## config.mk

```make
export PLATFORM = sky130hd
export DESIGN_NAME = dual_bus_top
export DESIGN_NICKNAME = d
export VERILOG_FILES = /design/src/hw/bus_pkg.sv /design/src/hw/mem_bus_if.sv /design/src/hw/dual_bus_top.sv /design/src/hw/bridge_master.sv /design/src/hw/bridge_slave.sv /design/src/hw/uart_rx.sv /design/src/hw/uart_tx.sv /design/src/hw/mem_slave.sv /design/src/hw/bus_decoder.sv /design/src/hw/cmd_launcher.sv
export SDC_FILE = /design/constraint.sdc
export NUM_CORES = 2
export LEC_CHECK = 0
export BUFFER_PORTS_ARGS = -buffer_cell sky130_fd_sc_hd__clkbuf_2
export CAP_MARGIN = 5
export CELL_PAD_IN_SITES_DETAIL_PLACEMENT = 0
export CELL_PAD_IN_SITES_GLOBAL_PLACEMENT = 1
export CORE_ASPECT_RATIO = 2
export CORE_MARGIN = 2
export CORE_UTILIZATION = 35
export DETAILED_ROUTE_END_ITERATION = 6
export PLACE_DENSITY = 0.56
export SYNTH_ARGS = -nofsm -noshare
export SYNTH_HDL_FRONTEND = slang
export SYNTH_SLANG_ARGS = --single-unit
```

## constraint.sdc

```tcl
create_clock -name clk -period 7.11 [get_ports clk]
set_clock_uncertainty 0.05 [all_clocks]
set_input_delay 0.711 -clock clk [delete_from_list [all_inputs] [get_ports clk]]
set_output_delay 0.711 -clock clk [all_outputs]
set_load 0.01 [all_outputs]
```

## src/hw/bus_pkg.sv

```systemverilog
`default_nettype none

package bus_pkg;

    // ====================
    // Widths and sizes
    // ====================
    localparam int data_w         = 8;
    localparam int mem_aw         = 6;
    localparam int dev_w          = 2;
    localparam int mem_depth      = 64;

    // UART bit time in clock cycles
    localparam int clocks_per_bit = 5;

    typedef logic [data_w-1:0] data_t;
    typedef logic [mem_aw-1:0] mem_addr_t;
    typedef logic [dev_w-1:0]  dev_t;

    // Device map on bus A
    localparam dev_t dev_bridge = 2'd0;
    localparam dev_t dev_local  = 2'd1;

    typedef struct packed {
        dev_t      dev;
        mem_addr_t mem;
    } bus_addr_t;

    // ====================
    // UART frame payloads
    // ====================
    typedef struct packed {
        logic      wen;
        mem_addr_t addr;
        data_t     wdata;
    } req_frame_t;

    typedef data_t rsp_frame_t;

endpackage

`default_nettype wire
```

## src/hw/mem_bus_if.sv

```systemverilog
`timescale 1ns/1ps
`default_nettype none

interface mem_bus_if;

    // Request, held by the master until done
    logic               valid;
    logic               wen;
    bus_pkg::bus_addr_t addr;
    bus_pkg::data_t     wdata;

    // Completion, one-cycle pulse with read data
    logic               done;
    bus_pkg::data_t     rdata;

    modport master (
        output valid,
        output wen,
        output addr,
        output wdata,
        input  done,
        input  rdata
    );

    modport slave (
        input  valid,
        input  wen,
        input  addr,
        input  wdata,
        output done,
        output rdata
    );

endinterface

`default_nettype wire

```

## src/hw/dual_bus_top.sv

```systemverilog
`timescale 1ns/1ps
`default_nettype none

module dual_bus_top (
    input  wire                     clk,
    input  wire                     rstn,
    input  wire                     start,
    input  wire                     mode,
    input  wire bus_pkg::data_t     wr_data,
    input  wire bus_pkg::dev_t      device,
    input  wire bus_pkg::mem_addr_t mem_addr,
    output logic                    busy,
    output bus_pkg::data_t          rd_data,
    output bus_pkg::data_t          mem_1,
    output bus_pkg::data_t          mem_2
);

    mem_bus_if bus_a ();
    mem_bus_if bus_a_bridge ();
    mem_bus_if bus_a_mem ();
    mem_bus_if bus_b ();

    wire uart_a_to_b;
    wire uart_b_to_a;

    // ====================
    // Bus A
    // ====================
    cmd_launcher launcher_i (
        .clk      (clk),
        .rstn     (rstn),
        .start    (start),
        .mode     (mode),
        .wr_data  (wr_data),
        .device   (device),
        .mem_addr (mem_addr),
        .bus      (bus_a),
        .busy     (busy),
        .rd_data  (rd_data)
    );

    bus_decoder decoder_i (
        .up        (bus_a),
        .bridge    (bus_a_bridge),
        .local_mem (bus_a_mem)
    );

    mem_slave mem_a_i (
        .clk        (clk),
        .rstn       (rstn),
        .bus        (bus_a_mem),
        .debug_byte (mem_2)
    );

    bridge_slave bridge_slave_i (
        .clk     (clk),
        .rstn    (rstn),
        .bus     (bus_a_bridge),
        .rx_line (uart_b_to_a),
        .tx_line (uart_a_to_b)
    );

    // ====================
    // Bus B
    // ====================
    bridge_master bridge_master_i (
        .clk     (clk),
        .rstn    (rstn),
        .bus     (bus_b),
        .rx_line (uart_a_to_b),
        .tx_line (uart_b_to_a)
    );

    mem_slave mem_b_i (
        .clk        (clk),
        .rstn       (rstn),
        .bus        (bus_b),
        .debug_byte (mem_1)
    );

endmodule

`default_nettype wire

```

## src/hw/bridge_master.sv

```systemverilog
`timescale 1ns/1ps
`default_nettype none

module bridge_master (
    input  wire       clk,
    input  wire       rstn,
    mem_bus_if.master bus,
    input  wire       rx_line,
    output logic      tx_line
);

    bus_pkg::req_frame_t req_frame;
    bus_pkg::req_frame_t req_q;
    bus_pkg::rsp_frame_t rsp_q;
    logic                req_got;
    logic                active;
    logic                send;
    logic                rsp_busy;
    logic                tx_busy;

    // Frames arriving during a transaction or a response are dropped
    always_ff @(posedge clk) begin
        if (!rstn) begin
            active   <= 1'b0;
            send     <= 1'b0;
            rsp_busy <= 1'b0;
        end else begin
            send <= 1'b0;
            if (active) begin
                if (bus.done) begin
                    active   <= 1'b0;
                    send     <= 1'b1;
                    rsp_busy <= 1'b1;
                end
            end else if (rsp_busy) begin
                // tx busy only shows up the cycle after send
                if (!send && !tx_busy)
                    rsp_busy <= 1'b0;
            end else if (req_got) begin
                active <= 1'b1;
            end
        end
    end

    always_ff @(posedge clk) begin
        if (!active && !rsp_busy && req_got)
            req_q <= req_frame;
        if (active && bus.done)
            rsp_q <= bus.rdata;
    end

    assign bus.valid = active;
    assign bus.wen   = req_q.wen;
    assign bus.addr  = '{dev: bus_pkg::dev_local, mem: req_q.addr};
    assign bus.wdata = req_q.wdata;

    uart_rx #(
        .payload_t (bus_pkg::req_frame_t)
    ) req_rx_i (
        .clk     (clk),
        .rstn    (rstn),
        .line    (rx_line),
        .got     (req_got),
        .payload (req_frame)
    );

    uart_tx #(
        .payload_t (bus_pkg::rsp_frame_t)
    ) rsp_tx_i (
        .clk     (clk),
        .rstn    (rstn),
        .send    (send),
        .payload (rsp_q),
        .line    (tx_line),
        .busy    (tx_busy)
    );

endmodule

`default_nettype wire

```

## src/hw/bridge_slave.sv

```systemverilog
`timescale 1ns/1ps
`default_nettype none

module bridge_slave (
    input  wire      clk,
    input  wire      rstn,
    mem_bus_if.slave bus,
    input  wire      rx_line,
    output logic     tx_line
);

    bus_pkg::req_frame_t req_frame;
    bus_pkg::rsp_frame_t rsp_frame;
    logic                send;
    logic                tx_busy;
    logic                rsp_got;
    logic                pending;

    assign req_frame = '{wen: bus.wen, addr: bus.addr.mem, wdata: bus.wdata};

    // Launch once per request, then wait for the response frame
    always_ff @(posedge clk) begin
        if (!rstn) begin
            send     <= 1'b0;
            pending  <= 1'b0;
            bus.done <= 1'b0;
        end else begin
            send     <= 1'b0;
            bus.done <= 1'b0;
            if (!pending) begin
                if (bus.valid && !bus.done && !tx_busy) begin
                    send    <= 1'b1;
                    pending <= 1'b1;
                end
            end else if (rsp_got) begin
                pending  <= 1'b0;
                bus.done <= 1'b1;
            end
        end
    end

    always_ff @(posedge clk) begin
        if (pending && rsp_got)
            bus.rdata <= rsp_frame;
    end

    // Request is held on the bus while the frame goes out
    uart_tx #(
        .payload_t (bus_pkg::req_frame_t)
    ) req_tx_i (
        .clk     (clk),
        .rstn    (rstn),
        .send    (send),
        .payload (req_frame),
        .line    (tx_line),
        .busy    (tx_busy)
    );

    uart_rx #(
        .payload_t (bus_pkg::rsp_frame_t)
    ) rsp_rx_i (
        .clk     (clk),
        .rstn    (rstn),
        .line    (rx_line),
        .got     (rsp_got),
        .payload (rsp_frame)
    );

endmodule

`default_nettype wire

```

## src/hw/uart_rx.sv

```systemverilog
`timescale 1ns/1ps
`default_nettype none

module uart_rx #(
    parameter type payload_t = bus_pkg::data_t
) (
    input  wire      clk,
    input  wire      rstn,
    input  wire      line,
    output logic     got,
    output payload_t payload
);

    localparam int pay_w  = $bits(payload_t);
    localparam int tick_w = $clog2(bus_pkg::clocks_per_bit);
    localparam int idx_w  = $clog2(pay_w + 2);

    logic              active;
    logic [tick_w-1:0] tick_cnt;
    logic [idx_w-1:0]  bit_idx;
    logic [pay_w-1:0]  shreg;
    logic              sample;

    assign sample = active && (tick_cnt == tick_w'(bus_pkg::clocks_per_bit - 1));

    // ====================
    // Bit timing
    // ====================
    always_ff @(posedge clk) begin
        if (!rstn) begin
            active   <= 1'b0;
            got      <= 1'b0;
            tick_cnt <= '0;
            bit_idx  <= '0;
        end else begin
            got <= 1'b0;
            if (!active) begin
                bit_idx <= '0;
                if (!line) begin
                    // Preload so the first sample hits mid start bit
                    active   <= 1'b1;
                    tick_cnt <= tick_w'(bus_pkg::clocks_per_bit - bus_pkg::clocks_per_bit / 2);
                end
            end else if (sample) begin
                tick_cnt <= '0;
                bit_idx  <= bit_idx + 1'b1;
                if (bit_idx == '0 && line) begin
                    active <= 1'b0;   // glitch, not a real start bit
                end else if (bit_idx == idx_w'(pay_w + 1)) begin
                    active <= 1'b0;
                    got    <= 1'b1;
                end
            end else begin
                tick_cnt <= tick_cnt + 1'b1;
            end
        end
    end

    // Data bits arrive LSB first
    always_ff @(posedge clk) begin
        if (sample && bit_idx != '0 && bit_idx <= idx_w'(pay_w))
            shreg <= {line, shreg[pay_w-1:1]};
        if (sample && bit_idx == idx_w'(pay_w + 1))
            payload <= payload_t'(shreg);
    end

endmodule

`default_nettype wire

```

## src/hw/uart_tx.sv

```systemverilog
`timescale 1ns/1ps
`default_nettype none

module uart_tx #(
    parameter type payload_t = bus_pkg::data_t
) (
    input  wire      clk,
    input  wire      rstn,
    input  wire      send,
    input  wire payload_t payload,
    output logic     line,
    output logic     busy
);

    localparam int pay_w   = $bits(payload_t);
    localparam int frame_w = pay_w + 2;
    localparam int tick_w  = $clog2(bus_pkg::clocks_per_bit);
    localparam int idx_w   = $clog2(frame_w);

    logic [tick_w-1:0] tick_cnt;
    logic [idx_w-1:0]  bit_idx;
    logic [pay_w:0]    shreg;     // Data bits still to go, then stop
    logic              bit_end;

    assign bit_end = (tick_cnt == tick_w'(bus_pkg::clocks_per_bit - 1));

    always_ff @(posedge clk) begin
        if (!rstn) begin
            line     <= 1'b1;
            busy     <= 1'b0;
            tick_cnt <= '0;
            bit_idx  <= '0;
        end else if (!busy) begin
            tick_cnt <= '0;
            bit_idx  <= '0;
            if (send) begin
                line <= 1'b0;
                busy <= 1'b1;
            end
        end else if (bit_end) begin
            tick_cnt <= '0;
            if (bit_idx == idx_w'(frame_w - 1)) begin
                line <= 1'b1;
                busy <= 1'b0;
            end else begin
                line    <= shreg[0];
                bit_idx <= bit_idx + 1'b1;
            end
        end else begin
            tick_cnt <= tick_cnt + 1'b1;
        end
    end

    // LSB first
    always_ff @(posedge clk) begin
        if (!busy && send)
            shreg <= {1'b1, payload};
        else if (busy && bit_end)
            shreg <= shreg >> 1;
    end

endmodule

`default_nettype wire

```

## src/hw/mem_slave.sv

```systemverilog
`timescale 1ns/1ps
`default_nettype none

module mem_slave (
    input  wire            clk,
    input  wire            rstn,
    mem_bus_if.slave       bus,
    output bus_pkg::data_t debug_byte
);

    bus_pkg::data_t mem [bus_pkg::mem_depth];
    logic           in_prog;
    logic           accept;

    // Device field is ignored, only the memory field indexes
    assign accept = bus.valid && !in_prog;

    always_ff @(posedge clk) begin
        if (!rstn) begin
            bus.done   <= 1'b0;
            in_prog    <= 1'b0;
            debug_byte <= '0;
            mem        <= '{default: '0};
        end else begin
            bus.done <= accept;
            if (accept) begin
                in_prog <= 1'b1;
                if (bus.wen) begin
                    mem[bus.addr.mem] <= bus.wdata;
                    debug_byte        <= bus.wdata;
                end
            end else if (!bus.valid) begin
                in_prog <= 1'b0;
            end
        end
    end

    // Writes return the new byte
    always_ff @(posedge clk) begin
        if (accept)
            bus.rdata <= bus.wen ? bus.wdata : mem[bus.addr.mem];
    end

endmodule

`default_nettype wire

```

## src/hw/bus_decoder.sv

```systemverilog
`timescale 1ns/1ps
`default_nettype none

module bus_decoder (
    mem_bus_if.slave  up,
    mem_bus_if.master bridge,
    mem_bus_if.master local_mem
);

    bus_pkg::dev_t sel;

    assign sel = up.addr.dev;

    // ====================
    // Request fan-out
    // ====================
    assign bridge.valid    = up.valid && (sel == bus_pkg::dev_bridge);
    assign bridge.wen      = up.wen;
    assign bridge.addr     = up.addr;
    assign bridge.wdata    = up.wdata;

    assign local_mem.valid = up.valid && (sel == bus_pkg::dev_local);
    assign local_mem.wen   = up.wen;
    assign local_mem.addr  = up.addr;
    assign local_mem.wdata = up.wdata;

    // ====================
    // Response select
    // ====================
    always_comb begin
        case (sel)
            bus_pkg::dev_bridge: begin
                up.done  = bridge.done;
                up.rdata = bridge.rdata;
            end
            bus_pkg::dev_local: begin
                up.done  = local_mem.done;
                up.rdata = local_mem.rdata;
            end
            default: begin
                // Unmapped, finish right away with zero
                up.done  = up.valid;
                up.rdata = '0;
            end
        endcase
    end

endmodule

`default_nettype wire

```

## src/hw/cmd_launcher.sv

```systemverilog
`timescale 1ns/1ps
`default_nettype none

module cmd_launcher (
    input  wire                     clk,
    input  wire                     rstn,
    input  wire                     start,
    input  wire                     mode,
    input  wire bus_pkg::data_t     wr_data,
    input  wire bus_pkg::dev_t      device,
    input  wire bus_pkg::mem_addr_t mem_addr,
    mem_bus_if.master               bus,
    output logic                    busy,
    output bus_pkg::data_t          rd_data
);

    logic [1:0]         start_sync;
    logic               start_prev;
    logic               start_pulse;
    logic               req_wen;
    bus_pkg::bus_addr_t req_addr;
    bus_pkg::data_t     req_wdata;

    // Two sync flops, then edge detect
    always_ff @(posedge clk) begin
        if (!rstn) begin
            start_sync <= '0;
            start_prev <= 1'b0;
        end else begin
            start_sync <= {start_sync[0], start};
            start_prev <= start_sync[1];
        end
    end

    assign start_pulse = start_sync[1] & ~start_prev;

    // Busy spans the whole transaction, edges during it are dropped
    always_ff @(posedge clk) begin
        if (!rstn) begin
            busy    <= 1'b0;
            rd_data <= '0;
        end else if (busy) begin
            if (bus.done) begin
                busy <= 1'b0;
                if (!req_wen)
                    rd_data <= bus.rdata;
            end
        end else if (start_pulse) begin
            busy <= 1'b1;
        end
    end

    // Mode high means write
    always_ff @(posedge clk) begin
        if (start_pulse && !busy) begin
            req_wen   <= mode;
            req_addr  <= '{dev: device, mem: mem_addr};
            req_wdata <= wr_data;
        end
    end

    assign bus.valid = busy;
    assign bus.wen   = req_wen;
    assign bus.addr  = req_addr;
    assign bus.wdata = req_wdata;

endmodule

`default_nettype wire

```

==> Flow_metrics.wiki <==
{| class="wikitable"
! Metric !! Value
|-
| Via count of the first global-routing pass || approximately 44k
|-
| Adder-cell share of the synthesized area || 0.00417
|-
| Post-DR wirelength/cell || about 25 um
|-
| Horizontal die dimension || between 200 and 300 um
|-
| Number of top-level pins || 45
|-
| Global-route met2 utilization || 0.402
|-
| Peak supply drop || about 0.2 mV
|-
| Worst max-slew margin expressed relative to the limit || -0.0236
|-
| Critical path start-end classification || reg2reg
|-
| Clock tree from TritonCTS || done
|-
| Maximum count of clock buffers along a single path || 3
|-
| Filler-free cell count of the finished design || a little over 8k
|-
| Largest family of logic cells by synthesized area || compound AO/OA/AOI/OAI gates
|-
| Share of the synthesized netlist area taken by xor and xnor gates || 0.00195
|-
| Category of cells accounting for the largest share of critical-path delay || simple AND/OR/NAND/NOR gates
|-
| Number of levels the H-tree was split into || 3
|-
| Pin slew with the least headroom to its limit || roughly 1.5 ns
|-
| Crit end category || register
|-
| Routability-driven placement congestion ratio || slightly below 0.8
|-
| Final setup violating endpoints || 0
|-
| Status || complete, but fails checks
|-
| Area share of and/or/nand/nor cells after synthesis || 0.155
|-
| Wire length of the first global-routing pass || roughly 300000 um
|-
| Worst setup path start || launcher_i.bus.addr[6]
|-
| Worst-path fanout max || 72
|-
| Average size of a mapped cell || between 8 and 9 sq um
|-
| Layout overhead on the synthesized area || 10.6%
|-
| Clk Tree Root Cell || sky130_fd_sc_hd__clkbuf_16
|-
| Busiest grt layer || met2
|-
| Clock-pin slew on the worst setup and hold paths || 0.07 ns
|-
| Hold Path Class || in2reg
|-
| Power per unit of standard cell area || ~240 mW/mm^2
|-
| Via count normalized by instance count || approximately 5.7
|-
| Sum of overflow across all layers after global routing || 0
|-
| Count of flip-flops with a built-in enable after synthesis || around 130
|-
| Count of yosys warnings during synthesis || 0
|-
| Detailed Route WL || ~200000 um
|-
| Global routing met1 resource utilization || 0.361
|-
| Worst R2R Start || launcher_i.bus.addr[6]
|-
| Core Rows || between 200 and 250
|-
| Portion of the clock cycle consumed by the worst path in the final layout || 0.583
|-
| Commonest register cell after synthesis || sky130_fd_sc_hd__dfxtp_1
|-
| Total area of multi-input combinational cells || approximately 0.025 sq mm
|-
| Post-synthesis cell count || 6215
|-
| Crit-path cells || and4bb_2 -> and2_1 -> nand3_4 -> nor2_2 -> nand2_1 -> a21oi_1
|-
| Met3 Use GR || 0.0271
|-
| Num Clock Sinks || 1235
|-
| Total routing resource utilization after global routing || 0.252
|-
| Origin of the worst min-delay path || mem_addr[2]
|-
| RSZ-0062 raised after global routing || no
|-
| Proportion of layout cells with a drive suffix above 1 || 0.116
|-
| Fraction of the yosys area taken by sequential cells || 0.482
|-
| Top post-synthesis cells by area || sky130_fd_sc_hd__dfxtp_1, sky130_fd_sc_hd__a21oi_1, sky130_fd_sc_hd__nand2_1
|-
| Proportion of synthesized area in mux cells || 0.0941
|-
| Number of failing hold endpoints at the final stage || 0
|-
| Required time worst endpoint || between 7 and 8 ns
|-
| Clock buffer count from CTS || 120
|-
| Detailed Routing Iterations Pass 1 || 5
|-
| Post-detailed-route count of antenna-violating nets || 0
|-
| Final critical path time including I/O delays and setup || a little over 4 ns
|-
| Die area || 0.158 sq mm
|-
| Post_cts resized || 0
|-
| Worst path arrival time || roughly 4.7 ns
|-
| Floorplan Core Area || between 0.15 and 0.2 sq mm
|-
| Max-cap violations || 0
|-
| Async SR Flop Fraction || 0
|-
| CTS Hold Bufs || 0
|-
| Largest incremental delay on the critical path || 0.98 ns
|-
| Post-CTS repair timing setup buffer count || 0
|-
| Initial standard-cell utilization of the core || 0.351
|-
| Nets || ~6.0k
|-
| Register bit count reported by yosys || about 1.2k
|-
| CP max-delay cell || sky130_fd_sc_hd__nand3_4
|-
| Count of input and output buffers || between 40 and 50
|-
| Area share of the largest cell type after synthesis || 0.408
|-
| Post-synth design cell area || 0.0540 sq mm
|-
| Nets in the synthesized netlist || ~6.3k
|-
| Post-detail-place hpwl || approximately 120000 um
|-
| Count of cell types in the netlist || 84
|-
| Number of DRC violations after detailed-routing iteration 0 || approximately 4.4k
|-
| Vias after detailed routing || 46.5k
|-
| Post-Route Setup TNS || 0 ns
|-
| Failing checks || max-slew violations
|-
| Type of element launching the critical path || register
|-
| Die Height || 560 um
|-
| Worst hold slack after final layout || slightly above 0.08 ns
|-
| Fin. max-slew vios || 43
|-
| Sequential cell area in the final layout || 0.0261 sq mm
|-
| Antenna violations before repair || 2
|-
| Post-synthesis cell type with the largest combined area || sky130_fd_sc_hd__dfxtp_1
|-
| Worst-skew pair later-pin latency || slightly below 0.8 ns
|-
| Complex-gate fraction of the synthesized area || 0.210
|-
| Maximum number of pins on one net before global-route repair || between 150 and 200
|-
| Critical path buffers and inverters || 0
|-
| Placed cell count || slightly below 8k
|-
| Fill cell count || ~15k
|-
| Highest clock rate || around 0.24 GHz
|-
| Leak pwr || around 0.019 uW
|-
| Drc violations || 0
|}
==> final timing paths <==
check | end | slack, ns | cells after the start
worst max-delay path | mem_a_i.mem[19] | 2.96 | 6
worst min-delay path | launcher_i.bus.addr[2] | 0.08 | 1
worst max register to register | mem_a_i.mem[19] | 2.96 | 6
worst min register to register | bridge_master_i.req_rx_i.payload[0] | 0.37 | 0
==> cell type report <==
class / instances / share of cell area
Multi-Input combinational cell: 4341 / 0.423
Clock buffer: 182 / 0.0602
Tap cell: 2060 / 0.0431
Timing Repair Buffer: 182 / 0.0227
Antenna cell: 1 / 0.0000419
Sequential cell: 1235 / 0.436
Clock inverter: 47 / 0.0124
Inverter: 33 / 0.00220
==> Yosys cell counts (7+ instances only) <==
cell type                  instances
sky130_fd_sc_hd__nand3_1         374
sky130_fd_sc_hd__a211oi_1          8
sky130_fd_sc_hd__mux4_2           96
sky130_fd_sc_hd__nor2_1          190
sky130_fd_sc_hd__dfxtp_1        1102
sky130_fd_sc_hd__nor2_4           30
sky130_fd_sc_hd__and3_1           13
sky130_fd_sc_hd__buf_4            24
sky130_fd_sc_hd__mux2i_1         150
sky130_fd_sc_hd__edfxtp_1        133
sky130_fd_sc_hd__nand2_1        1132
sky130_fd_sc_hd__buf_1            42
sky130_fd_sc_hd__or3_1             7
sky130_fd_sc_hd__buf_6            24
sky130_fd_sc_hd__a22oi_1          66
sky130_fd_sc_hd__a221oi_1        112
sky130_fd_sc_hd__nor2b_1          16
sky130_fd_sc_hd__nor3_1           14
sky130_fd_sc_hd__a22o_1            9
sky130_fd_sc_hd__inv_1            30
sky130_fd_sc_hd__nor2_2           40
sky130_fd_sc_hd__mux4_1           11
sky130_fd_sc_hd__o21ai_0         689
sky130_fd_sc_hd__clkbuf_1        413
sky130_fd_sc_hd__o22ai_1          36
sky130_fd_sc_hd__a21oi_1        1045
sky130_fd_sc_hd__buf_2            99
sky130_fd_sc_hd__a32oi_1           8
sky130_fd_sc_hd__a31oi_1          12
sky130_fd_sc_hd__ha_1             18
sky130_fd_sc_hd__o32a_1            8
sky130_fd_sc_hd__and2_1           17
sky130_fd_sc_hd__mux2_2           98
==> cells in the final DEF (no fill, tap or decap), drive strengths merged, types with 38 or more instances in the layout <==
| master | instances |
|---|---|
| a21oi | 1045 |
| a221oi | 115 |
| a22oi | 66 |
| buf | 138 |
| clkbuf | 226 |
| dfxtp | 1102 |
| edfxtp | 133 |
| inv | 38 |
| mux2 | 100 |
| mux2i | 150 |
| mux4 | 107 |
| nand2 | 1133 |
| nand3 | 378 |
| nor2 | 260 |
| o21ai | 693 |
==> cell families (layout without fill, tap and decap cells) <==
| logic type | Yosys count | count (layout) |
|---|---|---|
| AOI/OAI and AO/OA | 2058 | 2058 |
| and+or+nand+nor | 1896 | 1896 |
| DFF | 1235 | 1235 |
| buffers and inverters | 639 | 444 |
| muxes | 357 | 357 |
| adders and majority gates | 18 | 18 |
| xor gates and xnor gates | 12 | 12 |
| other | 0 | 1 |
==> routing by layer <==
metal / vias to the layer above / routed length [um] / part of all wire
met5: - / 0 / 0
met4: 0 / 4970 / 0.024
met3: 257 / 11700 / 0.057
met2: 1562 / 95000 / 0.47
met1: 23200 / 92300 / 0.45
li1: 21400 / - / -
==> flip-flops by register name, indices dropped and copies added, names as in the netlist, 9 cells and up <==
name	flops
bridge_master_i.req_rx_i.payload	15
bridge_master_i.req_rx_i.shreg	15
bridge_master_i.rsp_tx_i.shreg	9
bridge_slave_i.req_tx_i.shreg	16
mem_a_i.mem	512
mem_b_i.mem	512
==> report_power, final <==
group	total (uW)	switching, uW	internal [uW]
registers	7030	4.25	7030
clock network	7080	3000	4080
logic	302	254	47.9
total	14400	3260	11200
==> stage by stage <==
step           instance area [sq um]  utilization  setup WS, ns  power (uW)
2_1_floorplan                  54000            -          4.33        7380
3_3_place_gp                   55400        0.360          3.08        7490
3_5_place_dp                   55400        0.360          3.00        7490
4_1_cts                        59700        0.388          2.95       14600
5_1_grt                        59700        0.388          2.64       14800
6_report                       59700        0.388          2.96       14400
==> worst register-to-register path, cell delays in order (launching register included) <==
cell	delay [ns]
sky130_fd_sc_hd__edfxtp_1	0.70
sky130_fd_sc_hd__and4bb_2	0.56
sky130_fd_sc_hd__and2_1	0.80
sky130_fd_sc_hd__nand3_4	0.98
sky130_fd_sc_hd__nor2_2	0.70
sky130_fd_sc_hd__nand2_1	0.10
sky130_fd_sc_hd__a21oi_1	0.15
Note: power is estimated with default switching activity, not from simulation.
